<file path="src/design/rv_decode_pkg.sv">
package rv_decode_pkg;

    typedef logic [31:0] inst_t;
    typedef logic [31:0] word_t;
    typedef logic [4:0]  reg_addr_t;
    typedef logic [6:0]  opcode_t;

    // major opcodes
    localparam opcode_t OPC_I_ALU  = 7'b0010011;
    localparam opcode_t OPC_R      = 7'b0110011;
    localparam opcode_t OPC_LOAD   = 7'b0000011;
    localparam opcode_t OPC_STORE  = 7'b0100011;
    localparam opcode_t OPC_BRANCH = 7'b1100011;
    localparam opcode_t OPC_LUI    = 7'b0110111;
    localparam opcode_t OPC_AUIPC  = 7'b0010111;

    // funct3, i-type alu
    localparam logic [2:0] F3_ADDI  = 3'b000;
    localparam logic [2:0] F3_SLTI  = 3'b010;
    localparam logic [2:0] F3_SLTIU = 3'b011;
    localparam logic [2:0] F3_XORI  = 3'b100;
    localparam logic [2:0] F3_ORI   = 3'b110;
    localparam logic [2:0] F3_ANDI  = 3'b111;
    localparam logic [2:0] F3_SLLI  = 3'b001;
    localparam logic [2:0] F3_SRLI  = 3'b101;
    localparam logic [2:0] F3_SRAI  = 3'b101; // same slot as srli, funct7 decides

    // funct3, r-type
    localparam logic [2:0] F3_ADD  = 3'b000;
    localparam logic [2:0] F3_SUB  = 3'b000;
    localparam logic [2:0] F3_SLL  = 3'b001;
    localparam logic [2:0] F3_SLT  = 3'b010;
    localparam logic [2:0] F3_SLTU = 3'b011;
    localparam logic [2:0] F3_XOR  = 3'b100;
    localparam logic [2:0] F3_SRL  = 3'b101;
    localparam logic [2:0] F3_SRA  = 3'b101;
    localparam logic [2:0] F3_OR   = 3'b110;
    localparam logic [2:0] F3_AND  = 3'b111;

    // funct3, loads and stores
    localparam logic [2:0] F3_LB  = 3'b000;
    localparam logic [2:0] F3_LH  = 3'b001;
    localparam logic [2:0] F3_LW  = 3'b010;
    localparam logic [2:0] F3_LBU = 3'b100;
    localparam logic [2:0] F3_LHU = 3'b101;
    localparam logic [2:0] F3_SB  = 3'b000;
    localparam logic [2:0] F3_SH  = 3'b001;
    localparam logic [2:0] F3_SW  = 3'b010;

    // funct3, branches
    localparam logic [2:0] F3_BEQ  = 3'b000;
    localparam logic [2:0] F3_BNE  = 3'b001;
    localparam logic [2:0] F3_BLT  = 3'b100;
    localparam logic [2:0] F3_BGE  = 3'b101;
    localparam logic [2:0] F3_BLTU = 3'b110;
    localparam logic [2:0] F3_BGEU = 3'b111;

    localparam logic [6:0] F7_BASE = 7'b0000000;
    localparam logic [6:0] F7_ALT  = 7'b0100000; // sub, sra, srai

    typedef enum logic [5:0] {
        EX_NOP = 6'd0,
        EX_ADDI, EX_SLTI, EX_SLTIU, EX_XORI, EX_ORI, EX_ANDI,
        EX_SLLI, EX_SRLI, EX_SRAI,
        EX_ADD, EX_SUB, EX_SLL, EX_SLT, EX_SLTU,
        EX_XOR, EX_SRL, EX_SRA, EX_OR, EX_AND,
        EX_LB, EX_LH, EX_LW, EX_LBU, EX_LHU,
        EX_SB, EX_SH, EX_SW,
        EX_BEQ, EX_BNE, EX_BLT, EX_BGE, EX_BLTU, EX_BGEU
    } ex_code_e;

    typedef enum logic [1:0] {
        IMM_NONE = 2'd0,
        IMM_I    = 2'd1, // alu immediates and loads
        IMM_S    = 2'd2,
        IMM_B    = 2'd3
    } imm_fmt_e;

endpackage

</file>
<file path="src/design/ctrl_decoder.sv">
`timescale 1ns/1ps

module ctrl_decoder (
    input  rv_decode_pkg::opcode_t  opcode_i,
    input  logic [2:0]              funct3_i,
    input  logic [6:0]              funct7_i,
    output rv_decode_pkg::ex_code_e ex_code_o,
    output rv_decode_pkg::imm_fmt_e imm_fmt_o,
    output logic                    use_rs1_o,
    output logic                    use_rs2_o,
    output logic                    reg_we_o
);

    rv_decode_pkg::ex_code_e ex_code;
    logic                    f7_base;
    logic                    f7_alt;

    assign f7_base = (funct7_i == rv_decode_pkg::F7_BASE);
    assign f7_alt  = (funct7_i == rv_decode_pkg::F7_ALT);

    // execute code only, illegal combinations stay at nop
    always_comb begin
        ex_code = rv_decode_pkg::EX_NOP;
        case (opcode_i)
            rv_decode_pkg::OPC_I_ALU: begin
                case (funct3_i)
                    rv_decode_pkg::F3_ADDI:  ex_code = rv_decode_pkg::EX_ADDI;
                    rv_decode_pkg::F3_SLTI:  ex_code = rv_decode_pkg::EX_SLTI;
                    rv_decode_pkg::F3_SLTIU: ex_code = rv_decode_pkg::EX_SLTIU;
                    rv_decode_pkg::F3_XORI:  ex_code = rv_decode_pkg::EX_XORI;
                    rv_decode_pkg::F3_ORI:   ex_code = rv_decode_pkg::EX_ORI;
                    rv_decode_pkg::F3_ANDI:  ex_code = rv_decode_pkg::EX_ANDI;
                    rv_decode_pkg::F3_SLLI: begin
                        if (f7_base)
                            ex_code = rv_decode_pkg::EX_SLLI;
                    end
                    rv_decode_pkg::F3_SRLI: begin // also srai
                        if (f7_base)
                            ex_code = rv_decode_pkg::EX_SRLI;
                        else if (f7_alt)
                            ex_code = rv_decode_pkg::EX_SRAI;
                    end
                    default: ex_code = rv_decode_pkg::EX_NOP;
                endcase
            end
            rv_decode_pkg::OPC_R: begin
                case (funct3_i)
                    rv_decode_pkg::F3_ADD: begin // also sub
                        if (f7_base)
                            ex_code = rv_decode_pkg::EX_ADD;
                        else if (f7_alt)
                            ex_code = rv_decode_pkg::EX_SUB;
                    end
                    rv_decode_pkg::F3_SRL: begin // also sra
                        if (f7_base)
                            ex_code = rv_decode_pkg::EX_SRL;
                        else if (f7_alt)
                            ex_code = rv_decode_pkg::EX_SRA;
                    end
                    rv_decode_pkg::F3_SLL:  ex_code = f7_base ? rv_decode_pkg::EX_SLL
                                                              : rv_decode_pkg::EX_NOP;
                    rv_decode_pkg::F3_SLT:  ex_code = f7_base ? rv_decode_pkg::EX_SLT
                                                              : rv_decode_pkg::EX_NOP;
                    rv_decode_pkg::F3_SLTU: ex_code = f7_base ? rv_decode_pkg::EX_SLTU
                                                              : rv_decode_pkg::EX_NOP;
                    rv_decode_pkg::F3_XOR:  ex_code = f7_base ? rv_decode_pkg::EX_XOR
                                                              : rv_decode_pkg::EX_NOP;
                    rv_decode_pkg::F3_OR:   ex_code = f7_base ? rv_decode_pkg::EX_OR
                                                              : rv_decode_pkg::EX_NOP;
                    rv_decode_pkg::F3_AND:  ex_code = f7_base ? rv_decode_pkg::EX_AND
                                                              : rv_decode_pkg::EX_NOP;
                    default: ex_code = rv_decode_pkg::EX_NOP;
                endcase
            end
            rv_decode_pkg::OPC_LOAD: begin
                case (funct3_i)
                    rv_decode_pkg::F3_LB:  ex_code = rv_decode_pkg::EX_LB;
                    rv_decode_pkg::F3_LH:  ex_code = rv_decode_pkg::EX_LH;
                    rv_decode_pkg::F3_LW:  ex_code = rv_decode_pkg::EX_LW;
                    rv_decode_pkg::F3_LBU: ex_code = rv_decode_pkg::EX_LBU;
                    rv_decode_pkg::F3_LHU: ex_code = rv_decode_pkg::EX_LHU;
                    default: ex_code = rv_decode_pkg::EX_NOP;
                endcase
            end
            rv_decode_pkg::OPC_STORE: begin
                case (funct3_i)
                    rv_decode_pkg::F3_SB: ex_code = rv_decode_pkg::EX_SB;
                    rv_decode_pkg::F3_SH: ex_code = rv_decode_pkg::EX_SH;
                    rv_decode_pkg::F3_SW: ex_code = rv_decode_pkg::EX_SW;
                    default: ex_code = rv_decode_pkg::EX_NOP;
                endcase
            end
            rv_decode_pkg::OPC_BRANCH: begin
                case (funct3_i)
                    rv_decode_pkg::F3_BEQ:  ex_code = rv_decode_pkg::EX_BEQ;
                    rv_decode_pkg::F3_BNE:  ex_code = rv_decode_pkg::EX_BNE;
                    rv_decode_pkg::F3_BLT:  ex_code = rv_decode_pkg::EX_BLT;
                    rv_decode_pkg::F3_BGE:  ex_code = rv_decode_pkg::EX_BGE;
                    rv_decode_pkg::F3_BLTU: ex_code = rv_decode_pkg::EX_BLTU;
                    rv_decode_pkg::F3_BGEU: ex_code = rv_decode_pkg::EX_BGEU;
                    default: ex_code = rv_decode_pkg::EX_NOP;
                endcase
            end
            default: ex_code = rv_decode_pkg::EX_NOP;
        endcase
    end

    // per-class attributes, all off for nop
    always_comb begin
        imm_fmt_o = rv_decode_pkg::IMM_NONE;
        use_rs1_o = 1'b0;
        use_rs2_o = 1'b0;
        reg_we_o  = 1'b0;
        if (ex_code != rv_decode_pkg::EX_NOP) begin
            case (opcode_i)
                rv_decode_pkg::OPC_I_ALU,
                rv_decode_pkg::OPC_LOAD: begin
                    imm_fmt_o = rv_decode_pkg::IMM_I;
                    use_rs1_o = 1'b1;
                    reg_we_o  = 1'b1;
                end
                rv_decode_pkg::OPC_R: begin
                    use_rs1_o = 1'b1;
                    use_rs2_o = 1'b1;
                    reg_we_o  = 1'b1;
                end
                rv_decode_pkg::OPC_STORE: begin
                    imm_fmt_o = rv_decode_pkg::IMM_S;
                    use_rs1_o = 1'b1;
                    use_rs2_o = 1'b1;
                end
                rv_decode_pkg::OPC_BRANCH: begin
                    imm_fmt_o = rv_decode_pkg::IMM_B;
                    use_rs1_o = 1'b1;
                    use_rs2_o = 1'b1;
                end
                default: imm_fmt_o = rv_decode_pkg::IMM_NONE;
            endcase
        end
    end

    assign ex_code_o = ex_code;

endmodule

</file>
<file path="src/design/imm_gen.sv">
`timescale 1ns/1ps

module imm_gen (
    input  rv_decode_pkg::inst_t    inst_i,
    input  rv_decode_pkg::imm_fmt_e imm_fmt_i,
    output rv_decode_pkg::word_t    imm_o
);

    rv_decode_pkg::word_t imm_i_type;
    rv_decode_pkg::word_t imm_s_type;
    rv_decode_pkg::word_t imm_b_type;

    assign imm_i_type = {{20{inst_i[31]}}, inst_i[31:20]};
    assign imm_s_type = {{20{inst_i[31]}}, inst_i[31:25], inst_i[11:7]};

    // bit 0 always zero, halfword aligned offset
    assign imm_b_type = {{19{inst_i[31]}}, inst_i[31], inst_i[7],
                         inst_i[30:25], inst_i[11:8], 1'b0};

    always_comb begin
        case (imm_fmt_i)
            rv_decode_pkg::IMM_I: imm_o = imm_i_type;
            rv_decode_pkg::IMM_S: imm_o = imm_s_type;
            rv_decode_pkg::IMM_B: imm_o = imm_b_type;
            default:              imm_o = '0;
        endcase
    end

endmodule

</file>
<file path="src/design/id_stage.sv">
`timescale 1ns/1ps

module id_stage (
    input  logic                       clk,
    input  logic                       rst_n_i,
    input  logic                       valid_i,
    input  rv_decode_pkg::inst_t       inst_i,
    input  rv_decode_pkg::word_t       reg1_rdata_i,
    input  rv_decode_pkg::word_t       reg2_rdata_i,

    output rv_decode_pkg::reg_addr_t   reg1_raddr_o,
    output rv_decode_pkg::reg_addr_t   reg2_raddr_o,

    output logic                       valid_o,
    output logic                       reg_we_o,
    output rv_decode_pkg::reg_addr_t   reg_waddr_o,
    output rv_decode_pkg::ex_code_e    ex_code_o,
    output rv_decode_pkg::word_t       imm_o,
    output rv_decode_pkg::word_t       reg1_rdata_o,
    output rv_decode_pkg::word_t       reg2_rdata_o
);

    rv_decode_pkg::opcode_t    opcode;
    logic [2:0]                funct3;
    logic [6:0]                funct7;
    rv_decode_pkg::reg_addr_t  rd;
    rv_decode_pkg::reg_addr_t  rs1;
    rv_decode_pkg::reg_addr_t  rs2;

    rv_decode_pkg::ex_code_e   ex_code;
    rv_decode_pkg::imm_fmt_e   imm_fmt;
    rv_decode_pkg::word_t      imm;
    rv_decode_pkg::reg_addr_t  waddr;
    logic                      use_rs1;
    logic                      use_rs2;
    logic                      reg_we;

    assign opcode = inst_i[6:0];
    assign rd     = inst_i[11:7];
    assign funct3 = inst_i[14:12];
    assign rs1    = inst_i[19:15];
    assign rs2    = inst_i[24:20];
    assign funct7 = inst_i[31:25];

    ctrl_decoder u_ctrl_decoder (
        .opcode_i  (opcode),
        .funct3_i  (funct3),
        .funct7_i  (funct7),
        .ex_code_o (ex_code),
        .imm_fmt_o (imm_fmt),
        .use_rs1_o (use_rs1),
        .use_rs2_o (use_rs2),
        .reg_we_o  (reg_we)
    );

    imm_gen u_imm_gen (
        .inst_i    (inst_i),
        .imm_fmt_i (imm_fmt),
        .imm_o     (imm)
    );

    // unused sources read x0, regfile answers in the same cycle
    assign reg1_raddr_o = use_rs1 ? rs1 : '0;
    assign reg2_raddr_o = use_rs2 ? rs2 : '0;
    assign waddr        = reg_we ? rd : '0;

    always_ff @(posedge clk) begin
        if (!rst_n_i) begin
            valid_o      <= 1'b0;
            reg_we_o     <= 1'b0;
            reg_waddr_o  <= '0;
            ex_code_o    <= rv_decode_pkg::EX_NOP;
            imm_o        <= '0;
            reg1_rdata_o <= '0;
            reg2_rdata_o <= '0;
        end else begin
            valid_o <= valid_i;
            if (valid_i) begin // hold bundle while idle
                reg_we_o     <= reg_we;
                reg_waddr_o  <= waddr;
                ex_code_o    <= ex_code;
                imm_o        <= imm;
                reg1_rdata_o <= reg1_rdata_i;
                reg2_rdata_o <= reg2_rdata_i;
            end
        end
    end

endmodule

</file>
<file path="config.mk">
export PLATFORM = sky130hd
export DESIGN_NAME = id_stage
export DESIGN_NICKNAME = d
export VERILOG_FILES = /design/src/design/rv_decode_pkg.sv /design/src/design/ctrl_decoder.sv /design/src/design/imm_gen.sv /design/src/design/id_stage.sv
export SDC_FILE = /design/constraint.sdc
export NUM_CORES = 1
export LEC_CHECK = 0
export BUFFER_PORTS_ARGS = -buffer_cell sky130_fd_sc_hd__buf_2
export CAP_MARGIN = 20
export CORE_ASPECT_RATIO = 0.8
export CORE_MARGIN = 8
export CORE_UTILIZATION = 45
export CTS_CLUSTER_SIZE = 16
export DETAILED_ROUTE_END_ITERATION = 8
export PLACE_DENSITY_LB_ADDON = 0.08
export SYNTH_ARGS = -nofsm -noshare
export SYNTH_HDL_FRONTEND = slang
export SYNTH_SLANG_ARGS = --single-unit
</file>
<file path="constraint.sdc">
create_clock -name clk -period 2.6 [get_ports clk]
set_input_delay 0.26 -clock clk [delete_from_list [all_inputs] [get_ports clk]]
set_output_delay 0.26 -clock clk [all_outputs]
set_load 0.1 [all_outputs]
</file>
* Yosys cells after proc, flatten, opt, wreduce, memory -nomap -nowiden
Index checks and enable logic that the tools add are counted. W data, S select, Z words.
Operators by class: $add $sub $neg 0, $mul 0, div/mod/pow operators 0, $lt $le $gt $ge 0, equal/unequal tests 16, shift operators 0, multiplexer cells 31, bitwise logic cells 0, reduce and logical (&&, ||, !) cells 7
Operator list (number):
- $pmux W32 S3 | 1
- $pmux W6 S8 | 2
- $pmux W6 S6 | 1
- $mux W5 | 6
- $pmux W6 S5 | 1
- $pmux W5 S5 | 1
- $mux W4 | 6
- $eq A7 B6 Y1 const B | 3
- $mux W6 | 3
- $pmux W5 S3 | 1
- $eq A3 B3 Y1 const B | 4
- $eq A7 B2 Y1 const B | 1
- $eq A7 B5 Y1 const B | 1
- $eq A7 B7 Y1 const B | 1
- $logic_not A7 Y1 | 1
- $eq A3 B2 Y1 const B | 2
- $mux W1 | 6
- $pmux W2 S3 | 1
- $reduce_bool A6 Y1 | 1
- $reduce_or A3 Y1 | 2
- $reduce_or A5 Y1 | 1
- $eq A2 B2 Y1 const B | 2
- $eq A3 B1 Y1 const B | 1
- $logic_not A3 Y1 | 1
- 4 further kinds | 4
Word-level totals: bits in registers 109, latch bits 0, memory bits (writable) 0, bits in read-only memories 0, input bits 99, output and inout port bits 119, logic and storage cells 61, memories kept 0

* Depth between registers and ports, before layout
depth in word-level cells 9, gate-level depth with buffers 10, gate-level depth less buffers 6

* Hierarchy
A second synthesis with hierarchy kept.
Unflattened totals: cell total of the unflattened synthesis 500, area, all modules 5092.4 sq um
Modules (own cells, without submodules):
- id_stage | times used 1, cells an instance 366, area an instance 4221.5 sq um, seq. area each 2182.1 sq um
- ctrl_decoder | times used 1, cells an instance 95, area an instance 590.6 sq um, seq. area each 0.0 sq um
- imm_gen | times used 1, cells an instance 39, area an instance 280.3 sq um, seq. area each 0.0 sq um

* Worst setup path after synthesis
Ideal clock, no wire load.
path kind in2out, from input port inst_i[4], to output port reg2_raddr_o[1], data arrival time 3.980 ns, required time 2.340 ns, setup slack -1.640 ns, stages on the path 9, path buffers 3, cells stage by stage buf_2 > or4b_2 > o211a_1 > o31ai_1 > a221o_2 > nor4_4 > buf_6 > buf_8 > nor3b_1
Between the ends: cells in the longest elaborated chain, start to end 5, elaborated cells between the ends (all ways) 11, those cells by class eq/ne (5); mux (4); reduce/logical (2)
Ends and longest elaborated chain:
- start, declared | RTL line id_stage.sv:7 | input rv_decode_pkg::inst_t inst_i,
- $eq A7 B7 Y1, or another cell as far along | RTL line ctrl_decoder.sv:24, ctrl_decoder.sv:115
- $pmux W6 S5 / $reduce_or A3 Y1 (equally long branches)
- $reduce_bool A6 Y1 / $mux W1 (equally long branches) | RTL line ctrl_decoder.sv:114, ctrl_decoder.sv:115
- $mux W1 * | RTL line ctrl_decoder.sv:114 | if (ex_code != rv_decode_pkg::EX_NOP) begin
- $mux W5 * | RTL line id_stage.sv:64 | assign reg2_raddr_o = use_rs2 ? rs2 : '0;
- end, declared | RTL line id_stage.sv:12 | output rv_decode_pkg::reg_addr_t reg2_raddr_o,
Mark *: on every way between the ends. The rest lies on a longest branch, timed or not.

* Final worst setup path
from input port inst_i[0], to output port reg2_raddr_o[3]
The elaborated chain is that of the path after synthesis.

==> impl_summary.txt <==
----------------------------------------------------
[Worst hold path]
  Worst Hold Class ... in -> reg
  Worst hold path cell count ... 3
  Hold Crit Start ... reg1_rdata_i[8]
  WHS Endpoint ... reg1_rdata_o[8]

[Timing]
  Unrepaired setup endpoints after global routing ... yes
  Number of max-slew violations in the final report ... 0
  Final Hold Vio Count ... 0
  Transition at the pin with the smallest max-transition slack ... 0.552 ns
  Setup TNS ... 0 ns
  Clock skew ... 0 ns
  Post-route worst hold slack ... 0.177 ns
  Slew headroom ... 0.629
  Minimum clock period ... 2.55 ns
  Finish-stage setup viols ... 0
  Setup slack of the critical path after layout ... 0.0525 ns
  Achievable clock frequency ... 393 MHz
  Period utilization ... 0.980

[Route]
  Total number of vias ... 3790
  Final wirelength ... 12200 um
  Count of routing violations after the opening detailed-route iteration ... 215
  DR DRC count ... 0
  Via count normalized by instance count ... 4.97
  Remaining number of nets flagged by the antenna check after routing ... 0
  WL/cell ... 16.1 um
  Number of detailed-route iterations in the first pass ... 4

[Clock tree]
  Clock buffer count from CTS ... 9
  Maximum root-to-sink buffer count ... 2
  Maximum level of the CTS H-tree ... 3
  Sink Count ... 90
  Clock insertion delay at the later pin of the skew report ... 0.33 ns
  Clock slew at the register clock pins of the worst setup and hold paths ... 0.06 ns
  CTS root buf ... sky130_fd_sc_hd__clkbuf_16
  TritonCTS clock tree ... built
  Number of hold-repair buffers added at the cts stage ... 0

[Worst setup path]
  Path depth of the worst reg2reg path ... 2
  Slowest cell delay on critical path ... 0.54 ns
  Critical path data required time ... 2.34 ns
  Worst setup SP type ... input pin
  Slowest cell on crit path ... sky130_fd_sc_hd__or4_4
  Register-to-register setup slack ... 1.76 ns
  Dominant delay contributor by cell family on the critical path ... simple AND/OR/NAND/NOR gates
  Capture instance of the worst register-to-register path ... imm_o[30]
  Source of the worst register-to-register timing path ... imm_o[30]
  Crit. End Element ... primary output
  Critical path type ... in -> out
  CP max FO ... 11
  Critical path cell sequence ... buf_2 -> nor4bb_2 -> buf_4 -> nand4_1 -> buf_4 -> o221ai_2 -> or4_4 -> nor4_4 -> buf_12 -> nor3b_4 -> buf_12
  Buffering stage count on the worst path with inverters included ... 5
  Data arrival time of the critical path ... 2.29 ns

[Finish]
  Post-synthesis to final-layout area growth ... 40.9%
  Cell area after layout ... 5880 sq um
  Commonest cells after routing, fill and taps aside ... sky130_fd_sc_hd__buf_2 (206), sky130_fd_sc_hd__dfxtp_1 (90), sky130_fd_sc_hd__nor2b_1 (69), sky130_fd_sc_hd__mux2i_1 (65), sky130_fd_sc_hd__nand2_1 (35)
  Most common library cell in the layout ignoring fill and taps ... sky130_fd_sc_hd__buf_2
  Layout cells sized above 1 ... 0.448
  Final core utilization ... 0.650
  Net total in the final layout ... 742
  Filler cells ... 822
  Diodes inserted ... 0

[Placed design]
  Final weighted congestion in routability-driven placement ... 0.897
  Setup WS pre-CTS ... -0.0659 ns
  Placed cell areas ... 5520 sq um
  IO Port Bufs ... 217
  Estimated wirelength of the detail-placed design ... 9580 um

[Global route]
  Overall track demand over capacity in global routing ... 0.185
  Initial antenna violation count ... 0
  Number of global-route vias before repair ... 3763
  Residual overflow from global routing ... 0
  Global-route wire length before repair ... 18600 um
  Maximum number of pins on one net before global-route repair ... 71

[Pwr]
  Switching part of the total power ... 0.336
  Maximum resistive drop on vdd ... 0.486 mV
  Leakage power summed over all cells ... 2.94 nW
  Relative contribution of combinational cells to total power ... 0.250
  Total power divided by cell area ... 618 nW/um^2
  Relative contribution of the clock network to total power ... 0.345
  Internal Pwr Total ... 2.41 mW
  Net load switching power ... 1.22 mW
  Part of the total power dissipated in sequential elements ... 0.405

[Synthesis]
  Post-synth EDFFs ... 0
  Synth cell types ... 54
  Post-Syn Instances ... 434
  Share of flip-flops with an asynchronous set or reset after synthesis ... 0
  Mapped Nets ... 533
  Cell area after synthesis ... 4170 sq um
  Primary flip-flop cell chosen by synthesis mapping ... sky130_fd_sc_hd__dfxtp_1
  Avg Inst Size Synth ... 9.61 sq um
  Flip-flop and latch count after synthesis ... 90
  Sequential-to-total area share from yosys stat ... 0.432
  Number of warning messages in the yosys log ... 0

[Floorplan]
  Die span in y ... 102 um
  Core region area ... 9040 sq um
  Row Count ... 31
  Full die area ... 12600 sq um
  X dimension of the die ... 124 um
  Num ports ... 218
  Initial core utilization ... 0.461

[Run status]
  Result of the run ... completed

[Job]
  Max-capacitance violation count ... 0

----------------------------------------------------
cells by family after synthesis:
kind of cell,count (synthesis),share of synthesized area
compound gates,53,0.0972
xor+xnor,3,0.00630
fa+ha+maj,1,0.00240
buf+inv,54,0.0741
flops,90,0.432
mux,65,0.156
simple gates,168,0.232
sequential cells by signal, summed over array words and instances (netlist names):
signal        cells
reg_we_o          1
ex_code_o         6
reg_waddr_o       5
reg1_rdata_o     32
reg2_rdata_o     32
imm_o            13
valid_o           1
power groups by stage:
stage | clock network, mW | registers (mW) | logic, mW
2_1_floorplan | 0 | 1.95 | 0.240
3_3_place_gp | 0 | 1.50 | 0.896
3_5_place_dp | 0 | 1.50 | 0.902
4_1_cts | 1.29 | 1.47 | 0.906
5_1_grt | 1.35 | 1.48 | 0.949
6_report | 1.25 | 1.47 | 0.905
what timing repair did:
item                                   4_1_cts  5_1_grt
resized for setup                           10        8
endpoints found under the hold margin        0        0
setup endpoints to repair                    5       10
setup buffers                                0        1
pin swaps                                    0        2
worst min-delay path, cell delays in order:
cell	delay, ns
sky130_fd_sc_hd__buf_2	0.07
sky130_fd_sc_hd__mux2i_1	0.05
sky130_fd_sc_hd__nor2b_1	0.09
layer usage:
layer	part of all wire	wire [um]	global-route usage	vias to the layer above
li1	-	-	-	1886
met1	0.41	4990	0.217	1747
met2	0.48	5900	0.317	142
met3	0.095	1170	0.0641	15
met4	0.015	180	0.0471	0
met5	0	0	0	-
through the flow:
stage                     total power [mW]  instances
after floorplan                       2.19        434
after global placement                2.39        746
after detailed placement              2.40        746
after CTS                             3.66        761
after global routing                  3.78        762
final                                 3.63        762
Yosys cell counts, drive strengths merged (2+ instances only):
cell      n  share of area
dfxtp    90           0.43
nor2b    74           0.11
mux2i    65           0.16
nand2    36          0.032
buf      34          0.056
o21ai    21          0.030
nand3    16          0.019
clkbuf   15          0.014
nor2     12          0.011
a22o      6          0.013
nor3b     6          0.012
inv       5         0.0045
nand2b    4         0.0060
nor3      4         0.0048
or2       4         0.0060
o31ai     3         0.0054
o32ai     3         0.0063
a21oi     2         0.0024
a311oi    2         0.0042
and2      2         0.0030
and3b     2         0.0042
nand4     2         0.0030
nor4      2          0.010
o2111ai   2         0.0057
o311a     2         0.0048
xnor2     2         0.0042
cell type report:
type	count	area, sq um	share of cell area
tap	115	144	0.0245
inverter	5	18.8	0.00319
multi-input combinational	290	2150	0.366
clock buffer	10	229	0.0390
timing repair buffer	247	1480	0.251
sequential	90	1800	0.307
clock inverter	5	56.3	0.00958
how the worst max path moves through the flow:
stage,from,cells past startpoint,end
finish,inst_i[0],11,reg2_raddr_o[3]
CTS,inst_i[0],10,reg2_raddr_o[3]
floorplan,inst_i[3],9,reg2_raddr_o[1]
global route,inst_i[3],10,reg2_raddr_o[0]
detailed placement,inst_i[0],10,reg1_raddr_o[2]
global placement,inst_i[0],10,reg1_raddr_o[1]
No activity file was read; power rests on OpenSTA's default activity.
